### src/lockstep_params.svh
/*
 Shared constants of the lockstep checker.
 Included by the package, the interface and every RTL module that needs
 a width, the lockstep offset or one of the fixed core addresses.
*/

`ifndef LOCKSTEP_PARAMS_SVH
`define LOCKSTEP_PARAMS_SVH

// Cycles the shadow core runs behind the main core, 2 or more
`define LS_OFFSET 2
`define LS_OFFSET_W ($clog2(`LS_OFFSET))

`define LS_XLEN 32
`define LS_INTG_W 7

// Fetch start and the store window
`define LS_BOOT_ADDR 32'h0000_0100
`define LS_DATA_BASE 32'h0010_0000

`endif

### src/lockstep_pkg.sv
/*
 Types and functions for bus integrity.
 Holds the 39-bit codeword view of a bus word and the Hsiao (39,32)
 check-bit encoder used on both the checker and the testbench side.
*/

`include "lockstep_params.svh"

package lockstep_pkg;

  // One codeword, seen either as a flat vector or as check bits plus data
  typedef union packed {
    logic [`LS_INTG_W+`LS_XLEN-1:0] raw;
    struct packed {
      logic [`LS_INTG_W-1:0] intg;
      logic [`LS_XLEN-1:0]   data;
    } fields;
  } intg_word_u;

  // Data columns of the parity matrix, one row per check bit
  localparam logic [`LS_INTG_W-1:0][`LS_XLEN-1:0] intg_mask = {
    32'h9850_5586,
    32'h2DCC_624C,
    32'hC2C1_323B,
    32'h3123_4ED1,
    32'h413D_89AA,
    32'hDEBA_8050,
    32'h2606_BD25
  };

  function automatic logic [`LS_INTG_W-1:0] intg_encode(logic [`LS_XLEN-1:0] data);
    logic [`LS_INTG_W-1:0] intg;
    for (int i = 0; i < `LS_INTG_W; i++) begin
      intg[i] = ^(data & intg_mask[i]);
    end
    return intg;
  endfunction

endpackage

### src/core_bus_if.sv
/*
 Request side of one core's instruction and data bus.
 The core modport is driven by a bus master, the cmp modport is read by
 the lockstep comparator. Responses travel as plain ports.
*/

`timescale 1ns/1ps
`include "lockstep_params.svh"

interface core_bus_if;

  logic                   instr_req;
  logic [`LS_XLEN-1:0]    instr_addr;
  logic                   data_req;
  logic                   data_we;
  logic [`LS_XLEN/8-1:0]  data_be;
  logic [`LS_XLEN-1:0]    data_addr;
  logic [`LS_XLEN-1:0]    data_wdata;

  modport core (
    output instr_req,
    output instr_addr,
    output data_req,
    output data_we,
    output data_be,
    output data_addr,
    output data_wdata
  );

  modport cmp (
    input instr_req,
    input instr_addr,
    input data_req,
    input data_we,
    input data_be,
    input data_addr,
    input data_wdata
  );

endinterface

### src/shadow_reset_ctrl.sv
/*
 Reset release for the shadow core.
 Holds the shadow core in reset for the lockstep offset after the system
 reset and enables the output compare one cycle later.
*/

`timescale 1ns/1ps
`include "lockstep_params.svh"

module shadow_reset_ctrl (
  input  logic clk_i,
  input  logic rst_ni,
  output logic rst_shadow_no,
  output logic cmp_en_o
);

  localparam int unsigned cnt_w = `LS_OFFSET_W;

  logic [cnt_w-1:0] cnt_d, cnt_q;
  logic             set_d, set_q;
  logic             cmp_en_q;

  // Saturates at offset - 1
  assign set_d = (cnt_q == cnt_w'(`LS_OFFSET - 1));
  assign cnt_d = set_d ? cnt_q : cnt_q + cnt_w'(1);

  always_ff @(posedge clk_i or negedge rst_ni) begin
    if (!rst_ni) begin
      cnt_q    <= '0;
      set_q    <= 1'b0;
      cmp_en_q <= 1'b0;
    end else begin
      cnt_q    <= cnt_d;
      set_q    <= set_d;
      cmp_en_q <= set_q;
    end
  end

  assign rst_shadow_no = set_q;
  assign cmp_en_o      = cmp_en_q;

endmodule

### src/shadow_input_delay.sv
/*
 Bus response delay line for the shadow core.
 Every response is presented to the shadow core the lockstep offset later.
 The first stage, joined with the registered check bits, feeds the
 integrity check as two codewords with their rvalid qualifiers.
*/

`timescale 1ns/1ps
`include "lockstep_params.svh"

module shadow_input_delay (
  input  logic                      clk_i,
  input  logic                      rst_ni,
  input  logic                      instr_gnt_i,
  input  logic                      instr_rvalid_i,
  input  logic [`LS_XLEN-1:0]       instr_rdata_i,
  input  logic [`LS_INTG_W-1:0]     instr_rdata_intg_i,
  input  logic                      instr_err_i,
  input  logic                      data_gnt_i,
  input  logic                      data_rvalid_i,
  input  logic [`LS_XLEN-1:0]       data_rdata_i,
  input  logic [`LS_INTG_W-1:0]     data_rdata_intg_i,
  input  logic                      data_err_i,
  input  logic                      fetch_enable_i,
  output logic                      instr_gnt_dly_o,
  output logic                      instr_rvalid_dly_o,
  output logic [`LS_XLEN-1:0]       instr_rdata_dly_o,
  output logic                      instr_err_dly_o,
  output logic                      data_gnt_dly_o,
  output logic                      data_rvalid_dly_o,
  output logic [`LS_XLEN-1:0]       data_rdata_dly_o,
  output logic                      data_err_dly_o,
  output logic                      fetch_enable_dly_o,
  output lockstep_pkg::intg_word_u  instr_word_o,
  output lockstep_pkg::intg_word_u  data_word_o,
  output logic                      instr_chk_valid_o,
  output logic                      data_chk_valid_o
);

  localparam int unsigned xlen  = `LS_XLEN;
  localparam int unsigned dly_w = 2 * xlen + 7;
  localparam int unsigned first = `LS_OFFSET - 1;

  logic [dly_w-1:0]                  dly_in;
  logic [`LS_OFFSET-1:0][dly_w-1:0]  dly_q;
  logic [`LS_INTG_W-1:0]             instr_intg_q, data_intg_q;

  // Read data and rvalids at the bottom, sliced out of the first stage
  assign dly_in = {instr_gnt_i, instr_err_i, data_gnt_i, data_err_i, fetch_enable_i,
                   instr_rvalid_i, data_rvalid_i, instr_rdata_i, data_rdata_i};

  always_ff @(posedge clk_i or negedge rst_ni) begin
    if (!rst_ni) begin
      dly_q <= '0;
    end else begin
      for (int i = 0; i < `LS_OFFSET - 1; i++) begin
        dly_q[i] <= dly_q[i+1];
      end
      dly_q[first] <= dly_in;
    end
  end

  always_ff @(posedge clk_i) begin
    instr_intg_q <= instr_rdata_intg_i;
    data_intg_q  <= data_rdata_intg_i;
  end

  assign {instr_gnt_dly_o, instr_err_dly_o, data_gnt_dly_o, data_err_dly_o,
          fetch_enable_dly_o, instr_rvalid_dly_o, data_rvalid_dly_o,
          instr_rdata_dly_o, data_rdata_dly_o} = dly_q[0];

  always_comb begin
    instr_word_o.fields.intg = instr_intg_q;
    instr_word_o.fields.data = dly_q[first][2*xlen-1:xlen];
    data_word_o.fields.intg  = data_intg_q;
    data_word_o.fields.data  = dly_q[first][xlen-1:0];
  end

  assign instr_chk_valid_o = dly_q[first][2*xlen+1];
  assign data_chk_valid_o  = dly_q[first][2*xlen];

endmodule

### src/shadow_core.sv
/*
 Fetch-and-store bus master, run as the shadow copy of the main core.
 Fetches one word, stores it to the fetch address ORed with the data base,
 then fetches the next word. A fetch error skips the store.
*/

`timescale 1ns/1ps
`include "lockstep_params.svh"

module shadow_core (
  input  logic                 clk_i,
  input  logic                 rst_ni,
  input  logic                 instr_gnt_i,
  input  logic                 instr_rvalid_i,
  input  logic [`LS_XLEN-1:0]  instr_rdata_i,
  input  logic                 instr_err_i,
  input  logic                 data_gnt_i,
  input  logic                 data_rvalid_i,
  input  logic                 fetch_enable_i,
  core_bus_if.core             bus
);

  localparam logic [1:0] st_fetch_req  = 2'd0;
  localparam logic [1:0] st_fetch_wait = 2'd1;
  localparam logic [1:0] st_store_req  = 2'd2;
  localparam logic [1:0] st_store_wait = 2'd3;

  logic [1:0]           state_d, state_q;
  logic [`LS_XLEN-1:0]  pc_q, fetch_addr_q, wdata_q;
  logic                 fetch_req, store_req, fetch_ok;

  assign fetch_req = (state_q == st_fetch_req) && fetch_enable_i;
  assign store_req = (state_q == st_store_req);
  assign fetch_ok  = (state_q == st_fetch_wait) && instr_rvalid_i && !instr_err_i;

  always_comb begin
    state_d = state_q;
    case (state_q)
      st_fetch_req: begin
        if (fetch_req && instr_gnt_i) state_d = st_fetch_wait;
      end
      st_fetch_wait: begin
        if (instr_rvalid_i) state_d = instr_err_i ? st_fetch_req : st_store_req;
      end
      st_store_req: begin
        if (data_gnt_i) state_d = st_store_wait;
      end
      default: begin
        if (data_rvalid_i) state_d = st_fetch_req;
      end
    endcase
  end

  always_ff @(posedge clk_i or negedge rst_ni) begin
    if (!rst_ni) begin
      state_q      <= st_fetch_req;
      pc_q         <= `LS_BOOT_ADDR;
      fetch_addr_q <= '0;
      wdata_q      <= '0;
    end else begin
      state_q <= state_d;
      if (fetch_req && instr_gnt_i) begin
        pc_q         <= pc_q + `LS_XLEN'(4);
        fetch_addr_q <= pc_q;
      end
      if (fetch_ok) wdata_q <= instr_rdata_i;
    end
  end

  assign bus.instr_req  = fetch_req;
  assign bus.instr_addr = pc_q;
  assign bus.data_req   = store_req;
  assign bus.data_we    = store_req;
  assign bus.data_be    = {(`LS_XLEN/8){store_req}};
  assign bus.data_addr  = fetch_addr_q | `LS_DATA_BASE;
  assign bus.data_wdata = wdata_q;

endmodule

### src/bus_intg_check.sv
/*
 Integrity check of bus read data and check-bit generation for writes.
 Each incoming codeword is multiplied by the parity matrix. A non-zero
 syndrome on a valid response raises the error flag.
*/

`timescale 1ns/1ps
`include "lockstep_params.svh"

module bus_intg_check (
  input  lockstep_pkg::intg_word_u  instr_word_i,
  input  lockstep_pkg::intg_word_u  data_word_i,
  input  logic                      instr_chk_valid_i,
  input  logic                      data_chk_valid_i,
  input  logic [`LS_XLEN-1:0]       data_wdata_i,
  output logic                      intg_err_o,
  output logic [`LS_INTG_W-1:0]     data_wdata_intg_o
);

  logic [`LS_INTG_W-1:0] instr_syn, data_syn;

  // Row i covers check bit i and its data columns
  for (genvar i = 0; i < `LS_INTG_W; i++) begin : g_syn
    localparam logic [`LS_INTG_W+`LS_XLEN-1:0] h_row =
        {`LS_INTG_W'(1 << i), lockstep_pkg::intg_mask[i]};

    assign instr_syn[i] = ^(instr_word_i.raw & h_row);
    assign data_syn[i]  = ^(data_word_i.raw & h_row);
  end

  assign intg_err_o = (instr_chk_valid_i & |instr_syn) |
                      (data_chk_valid_i & |data_syn);

  assign data_wdata_intg_o = lockstep_pkg::intg_encode(data_wdata_i);

endmodule

### src/lockstep_compare.sv
/*
 Output comparator of the lockstep pair.
 Delays the main core's requests by the offset plus one and registers the
 shadow core's requests once, so both line up. Any difference while the
 compare is enabled is flagged.
*/

`timescale 1ns/1ps
`include "lockstep_params.svh"

module lockstep_compare (
  input  logic     clk_i,
  input  logic     rst_ni,
  core_bus_if.cmp  main,
  core_bus_if.cmp  shadow,
  input  logic     cmp_en_i,
  output logic     mismatch_o
);

  // Extra stage matches the shadow output register
  localparam int unsigned out_dly = `LS_OFFSET + 1;
  localparam int unsigned bus_w   = 3 * `LS_XLEN + `LS_XLEN / 8 + 3;

  logic [bus_w-1:0]               main_in, shadow_in, shadow_q;
  logic [out_dly-1:0][bus_w-1:0]  main_q;

  assign main_in = {main.instr_req, main.instr_addr, main.data_req, main.data_we,
                    main.data_be, main.data_addr, main.data_wdata};

  assign shadow_in = {shadow.instr_req, shadow.instr_addr, shadow.data_req, shadow.data_we,
                      shadow.data_be, shadow.data_addr, shadow.data_wdata};

  always_ff @(posedge clk_i or negedge rst_ni) begin
    if (!rst_ni) begin
      main_q   <= '0;
      shadow_q <= '0;
    end else begin
      for (int i = 0; i < out_dly - 1; i++) begin
        main_q[i] <= main_q[i+1];
      end
      main_q[out_dly-1] <= main_in;
      shadow_q          <= shadow_in;
    end
  end

  assign mismatch_o = cmp_en_i & (main_q[0] != shadow_q);

endmodule

### src/lockstep_top.sv
/*
 Dual-core lockstep checker around the fetch-and-store core.
 The main core sits outside; its requests and bus responses come in here.
 A shadow core replays the responses the lockstep offset later and any
 output mismatch or read integrity error raises the major alert.
*/

`timescale 1ns/1ps
`include "lockstep_params.svh"

module lockstep_top (
  input  logic                   clk_i,
  input  logic                   rst_ni,
  input  logic                   fetch_enable_i,
  input  logic                   instr_req_i,
  input  logic [`LS_XLEN-1:0]    instr_addr_i,
  input  logic                   data_req_i,
  input  logic                   data_we_i,
  input  logic [`LS_XLEN/8-1:0]  data_be_i,
  input  logic [`LS_XLEN-1:0]    data_addr_i,
  input  logic [`LS_XLEN-1:0]    data_wdata_i,
  input  logic                   instr_gnt_i,
  input  logic                   instr_rvalid_i,
  input  logic [`LS_XLEN-1:0]    instr_rdata_i,
  input  logic [`LS_INTG_W-1:0]  instr_rdata_intg_i,
  input  logic                   instr_err_i,
  input  logic                   data_gnt_i,
  input  logic                   data_rvalid_i,
  input  logic [`LS_XLEN-1:0]    data_rdata_i,
  input  logic [`LS_INTG_W-1:0]  data_rdata_intg_i,
  input  logic                   data_err_i,
  output logic [`LS_INTG_W-1:0]  data_wdata_intg_o,
  output logic                   alert_major_o
);

  logic                      rst_shadow_n, cmp_en;
  logic                      instr_gnt_dly, instr_rvalid_dly, instr_err_dly;
  logic [`LS_XLEN-1:0]       instr_rdata_dly;
  logic                      data_gnt_dly, data_rvalid_dly, fetch_enable_dly;
  lockstep_pkg::intg_word_u  instr_word, data_word;
  logic                      instr_chk_valid, data_chk_valid;
  logic                      mismatch, intg_err;

  core_bus_if main_bus ();
  core_bus_if shadow_bus ();

  assign main_bus.instr_req  = instr_req_i;
  assign main_bus.instr_addr = instr_addr_i;
  assign main_bus.data_req   = data_req_i;
  assign main_bus.data_we    = data_we_i;
  assign main_bus.data_be    = data_be_i;
  assign main_bus.data_addr  = data_addr_i;
  assign main_bus.data_wdata = data_wdata_i;

  ////////////////////////////////////////
  // Shadow core and its inputs
  ////////////////////////////////////////

  shadow_reset_ctrl u_rst_ctrl (
    .clk_i         (clk_i),
    .rst_ni        (rst_ni),
    .rst_shadow_no (rst_shadow_n),
    .cmp_en_o      (cmp_en)
  );

  // Store responses carry nothing the core consumes
  shadow_input_delay u_in_dly (
    .clk_i              (clk_i),
    .rst_ni             (rst_ni),
    .instr_gnt_i        (instr_gnt_i),
    .instr_rvalid_i     (instr_rvalid_i),
    .instr_rdata_i      (instr_rdata_i),
    .instr_rdata_intg_i (instr_rdata_intg_i),
    .instr_err_i        (instr_err_i),
    .data_gnt_i         (data_gnt_i),
    .data_rvalid_i      (data_rvalid_i),
    .data_rdata_i       (data_rdata_i),
    .data_rdata_intg_i  (data_rdata_intg_i),
    .data_err_i         (data_err_i),
    .fetch_enable_i     (fetch_enable_i),
    .instr_gnt_dly_o    (instr_gnt_dly),
    .instr_rvalid_dly_o (instr_rvalid_dly),
    .instr_rdata_dly_o  (instr_rdata_dly),
    .instr_err_dly_o    (instr_err_dly),
    .data_gnt_dly_o     (data_gnt_dly),
    .data_rvalid_dly_o  (data_rvalid_dly),
    .data_rdata_dly_o   (),
    .data_err_dly_o     (),
    .fetch_enable_dly_o (fetch_enable_dly),
    .instr_word_o       (instr_word),
    .data_word_o        (data_word),
    .instr_chk_valid_o  (instr_chk_valid),
    .data_chk_valid_o   (data_chk_valid)
  );

  shadow_core u_shadow_core (
    .clk_i          (clk_i),
    .rst_ni         (rst_shadow_n),
    .instr_gnt_i    (instr_gnt_dly),
    .instr_rvalid_i (instr_rvalid_dly),
    .instr_rdata_i  (instr_rdata_dly),
    .instr_err_i    (instr_err_dly),
    .data_gnt_i     (data_gnt_dly),
    .data_rvalid_i  (data_rvalid_dly),
    .fetch_enable_i (fetch_enable_dly),
    .bus            (shadow_bus)
  );

  ////////////////////////////////////////
  // Checks and alert
  ////////////////////////////////////////

  bus_intg_check u_intg_chk (
    .instr_word_i      (instr_word),
    .data_word_i       (data_word),
    .instr_chk_valid_i (instr_chk_valid),
    .data_chk_valid_i  (data_chk_valid),
    .data_wdata_i      (data_wdata_i),
    .intg_err_o        (intg_err),
    .data_wdata_intg_o (data_wdata_intg_o)
  );

  lockstep_compare u_cmp (
    .clk_i      (clk_i),
    .rst_ni     (rst_ni),
    .main       (main_bus),
    .shadow     (shadow_bus),
    .cmp_en_i   (cmp_en),
    .mismatch_o (mismatch)
  );

  assign alert_major_o = mismatch | intg_err;

endmodule

### config.mk
export PLATFORM = sky130hd
export DESIGN_NAME = lockstep_top
export DESIGN_NICKNAME = d
export VERILOG_FILES = /design/src/lockstep_pkg.sv /design/src/core_bus_if.sv /design/src/shadow_reset_ctrl.sv /design/src/shadow_input_delay.sv /design/src/shadow_core.sv /design/src/bus_intg_check.sv /design/src/lockstep_compare.sv /design/src/lockstep_top.sv
export VERILOG_INCLUDE_DIRS = /design/src
export SDC_FILE = /design/constraint.sdc
export NUM_CORES = 1
export LEC_CHECK = 0
export BUFFER_PORTS_ARGS = -buffer_cell sky130_fd_sc_hd__buf_4
export CAP_MARGIN = 30
export CORE_MARGIN = 1
export CORE_UTILIZATION = 60
export DETAILED_ROUTE_END_ITERATION = 12
export HOLD_SLACK_MARGIN = 0.15
export PLACE_DENSITY = 0.81
export SLEW_MARGIN = 20
export SYNTH_ARGS = -nofsm -noshare
export SYNTH_HDL_FRONTEND = slang
export SYNTH_SLANG_ARGS = --single-unit
export TNS_END_PERCENT = 30
### constraint.sdc
create_clock -name clk_i -period 8 [get_ports clk_i]
set_clock_uncertainty 0.1 [all_clocks]
set_input_delay 0.4 -clock clk_i [delete_from_list [all_inputs] [get_ports clk_i]]
set_output_delay 0.4 -clock clk_i [all_outputs]
set_load 0.1 [all_outputs]
==> results.json <==
{
  "place_ws_ns": 4.59,
  "synth_edf_count": 0,
  "hold_viol": 0,
  "ir_worst_vdd_uv": 367,
  "syn_area_mm2": 0.0199,
  "arrival_ns": 3.27,
  "required_ns": 7.50,
  "cellPowerDensity_mw_per_mm2": 297,
  "die_x_um": 184,
  "place_inst": 1775,
  "synth_warnings": 0,
  "final-setup-viol-count": 0,
  "async_reset_ff_frac": 0.977,
  "viasPerCell": 5.17,
  "status": "finished clean",
  "rr_startpoint": "u_shadow_core.state_q[1]$_DFFE_PN0P_",
  "cts_sinks": 620,
  "synth-main-ff-cell": "dfrtp_1",
  "instances_no_fill": 2070,
  "initial_core_util": 0.610,
  "synth_fp_nets": 1330,
  "seqPwrFrac": 0.479,
  "grt_max_degree": 146,
  "worstReg2RegEnd": "u_shadow_core.bus.instr_addr[28]$_DFFE_PN0P_",
  "rrSetupSlack_ns": 5.07,
  "path_common_cell": "xnor2_1",
  "vias": 10700,
  "cts_tree": "yes",
  "switching_share": 0.261,
  "finalCritPeriodShare": 0.472,
  "wl_um": 46100,
  "die_h_um": 184,
  "grt_pass1_vias": 12500,
  "power_frac_clock": 0.374,
  "die_area_mm2": 0.0339,
  "crit_path_end_kind": "primary output",
  "cp_cell_sequence": "xnor2_1 -> xnor2_1 -> xor2_1 -> mux2_2 -> o221a_1 -> o41ai_2 -> nand3_1 -> buf_4",
  "postCtsSetupBuffers": 0,
  "tightest_slew_ns": 0.956,
  "port_buffers": 196,
  "htree_levels": 2,
  "synth_top_cell_by_area": "dfrtp_1",
  "drc": 0,
  "grt_usage": 0.291,
  "fin_crit_ns": 3.77,
  "rsz0062_at_grt": "no",
  "cp_max_fo": 3,
  "start_kind": "flop",
  "layout-drive-gt1-share": 0.228,
  "p_int_uw": 5700,
  "synth_top_area_frac": 0.760,
  "synth_seq_area_share": 0.776,
  "clockBufferDepth": 3,
  "dpl.hpwl_um": 24400,
  "fin_util": 0.795,
  "p_sw_uw": 2010,
  "ys_seq_elements": 620,
  "syn_to_final_growth_pct": 30.3,
  "clock_latency_ns": 0.58,
  "yosysUniqueCellTypes": 43,
  "grt_pass1_wl_um": 71300,
  "relSlewSlack": 0.363,
  "critPathKind": "flop to primary output",
  "placeableCoreArea_mm2": 0.0326,
  "drv_cap": 0,
  "synth_area_per_cell_um2": 17.5,
  "cts_buffers": 57,
  "hold_class": "flop to asynchronous set/reset pin",
  "max_stage_delay_ns": 0.44,
  "slew_violations": 0,
  "grt_overflow": 0,
  "nets": 1774,
  "p_total_uw": 7710,
  "cpLargestDelayFamily": "XOR/XNOR gates",
  "critical_path.slowest_cell": "dfrtp_1",
  "fmax_ghz": 0.265,
  "row_count": 66,
  "first_pass_iters": 4,
  "layout_setup_ws_ns": 4.23,
  "place.gp.congestion": 0.875,
  "cts_resized": 0,
  "wire_per_inst_um": 22.3,
  "ios": 198,
  "grt_antenna_before_repair": 2,
  "postSynthCellCount": 1139,
  "crit_buf_inv": 1,
  "worstRegToRegCells": 8,
  "clk_pin_slew_worst_paths_ns": 0.07,
  "p_comb_frac": 0.147,
  "synth_area_leaders": "dfrtp_1 (76%), xnor2_1 (9.6%), xor2_1 (3.9%)",
  "setup_tns_ns": 0,
  "cts.root.buffer_cell": "clkbuf_16",
  "drtIter0Drc": 545,
  "ant_nets": 0,
  "p_leak_uw": 0.0118
}
synthesized netlist by cell type, types with 2 or more instances:
cell and n:
xnor3_1 9, xor2_1 88, nor2_1 10, xor2_2 2
nor2b_1 3, clkbuf_1 8, dfxtp_1 14, and3_1 7
o41ai_1 2, mux2i_1 2, nor4_1 19, dfrtp_1 605
mux2_2 64, nand4_1 16, a221oi_1 2, inv_1 4
and4_1 2, nor3_1 4, nand2_1 20, nand3_1 18
xnor2_1 218
routing by layer:
metal	track usage	vias up	wire [um]
met5	0	-	10
met4	0.125	2	1900
met3	0.0528	127	2310
met2	0.517	386	24600
met1	0.350	5597	17300
li1	-	4588	-
layout by cell type (no fill, tap or decap), types with 2 or more instances in the layout:
| master | netlist | routed |
|---|---|---|
| nand2_1 | 20 | 20 |
| dlygate4sd3_1 | 0 | 188 |
| and3_1 | 7 | 7 |
| nor3_1 | 4 | 4 |
| inv_1 | 4 | 4 |
| buf_12 | 0 | 2 |
| xnor3_1 | 9 | 9 |
| nand3_1 | 18 | 18 |
| mux2i_1 | 2 | 2 |
| o41ai_1 | 2 | 2 |
| and4_1 | 2 | 2 |
| clkbuf_1 | 8 | 13 |
| xor2_2 | 2 | 2 |
| nand4_1 | 16 | 16 |
| nor4_1 | 19 | 19 |
| nor2_1 | 10 | 10 |
| clkbuf_16 | 0 | 58 |
| xor2_1 | 88 | 88 |
| bufinv_16 | 0 | 9 |
| dfxtp_1 | 14 | 14 |
| clkbuf_8 | 0 | 12 |
| dfrtp_1 | 605 | 604 |
| clkinv_2 | 0 | 8 |
| nor2b_1 | 3 | 3 |
| xnor2_1 | 218 | 218 |
| a221oi_1 | 2 | 2 |
| buf_4 | 1 | 200 |
| mux2_2 | 64 | 64 |
power by group through the flow:
stage | combinational, uW | sequential, uW | clock, uW
final | 1130 | 3690 | 2880
after global routing | 1200 | 3720 | 3050
after CTS | 1100 | 3680 | 2900
after detailed placement | 1010 | 3720 | 0
after global placement | 976 | 3700 | 0
after floorplan | 701 | 3650 | 0
how the worst max path moves through the flow:
stage	end	start	slack, ns	cells after the start
6_report	alert_major_o	u_in_dly.instr_word_o[1]$_DFF_PN0_	4.23	8
3_5_place_dp	alert_major_o	u_cmp.shadow_q[79]$_DFF_PN0_	4.59	8
4_1_cts	alert_major_o	u_cmp.shadow_q[79]$_DFF_PN0_	3.93	8
3_3_place_gp	alert_major_o	u_cmp.shadow_q[79]$_DFF_PN0_	4.61	8
5_1_grt	alert_major_o	u_cmp.shadow_q[79]$_DFF_PN0_	3.92	9
2_1_floorplan	alert_major_o	u_in_dly.instr_word_o[1]$_DFF_PN0_	4.82	7
kinds of logic after synthesis:
group / share of synthesized area
buffers and inverters: 0.00264
adder cells (fa/ha/maj): 0.000628
flip-flops: 0.776
XOR/XNOR: 0.146
multiplexers: 0.0380
other: 0.000188
AND/OR/NAND/NOR: 0.0308
AO/OA/AOI/OAI: 0.00559
flip-flops by register name, summed over array words and instances, names as in the netlist, 2 cells and up:
signal / cells
u_shadow_core.state_q: 2
u_in_dly.instr_word_o: 32
u_in_dly.dly_q: 4
u_in_dly.data_word_o: 32
u_cmp.main_q: 309
u_shadow_core.fetch_addr_q: 29
u_in_dly.instr_intg_q: 7
u_cmp.shadow_q: 94
u_shadow_core.bus.data_wdata: 32
u_shadow_core.bus.instr_addr: 30
u_in_dly.data_intg_q: 7
u_in_dly.instr_rdata_dly_o: 32
through the flow:
step	instance area [um^2]	hold slack [ns]
after global routing	25900	0.243
after global placement	22000	0.230
after floorplan	19900	0.00441
after detailed placement	22000	0.235
final	25900	0.226
after CTS	25900	0.239
worst register-to-register path, delay by kind of cell (launching register included):
family,cells,cell delay [ns]
xor gates and xnor gates,1,0.13
buffers and inverters,1,0.48
DFF,1,0.49
and+or+nand+nor,6,1.60
area by class of cell:
type	instances	area [um^2]
Multi-Input combinational cell	506	4430
Sequential cell	620	15400
Tap cell	442	553
Inverter	4	15.0
Clock buffer	83	1670
Clock inverter	20	343
Antenna cell	1	2.50
Fill cell	1605	6680
Timing Repair Buffer	394	3480
repair_timing:
| action | 4_1_cts | 5_1_grt |
|---|---|---|
| setup endpoints to repair | 0 | 0 |
| hold buffers | 188 | 0 |
| endpoints found under the hold margin | 314 | 0 |
Power figures use the tool's default switching activity.
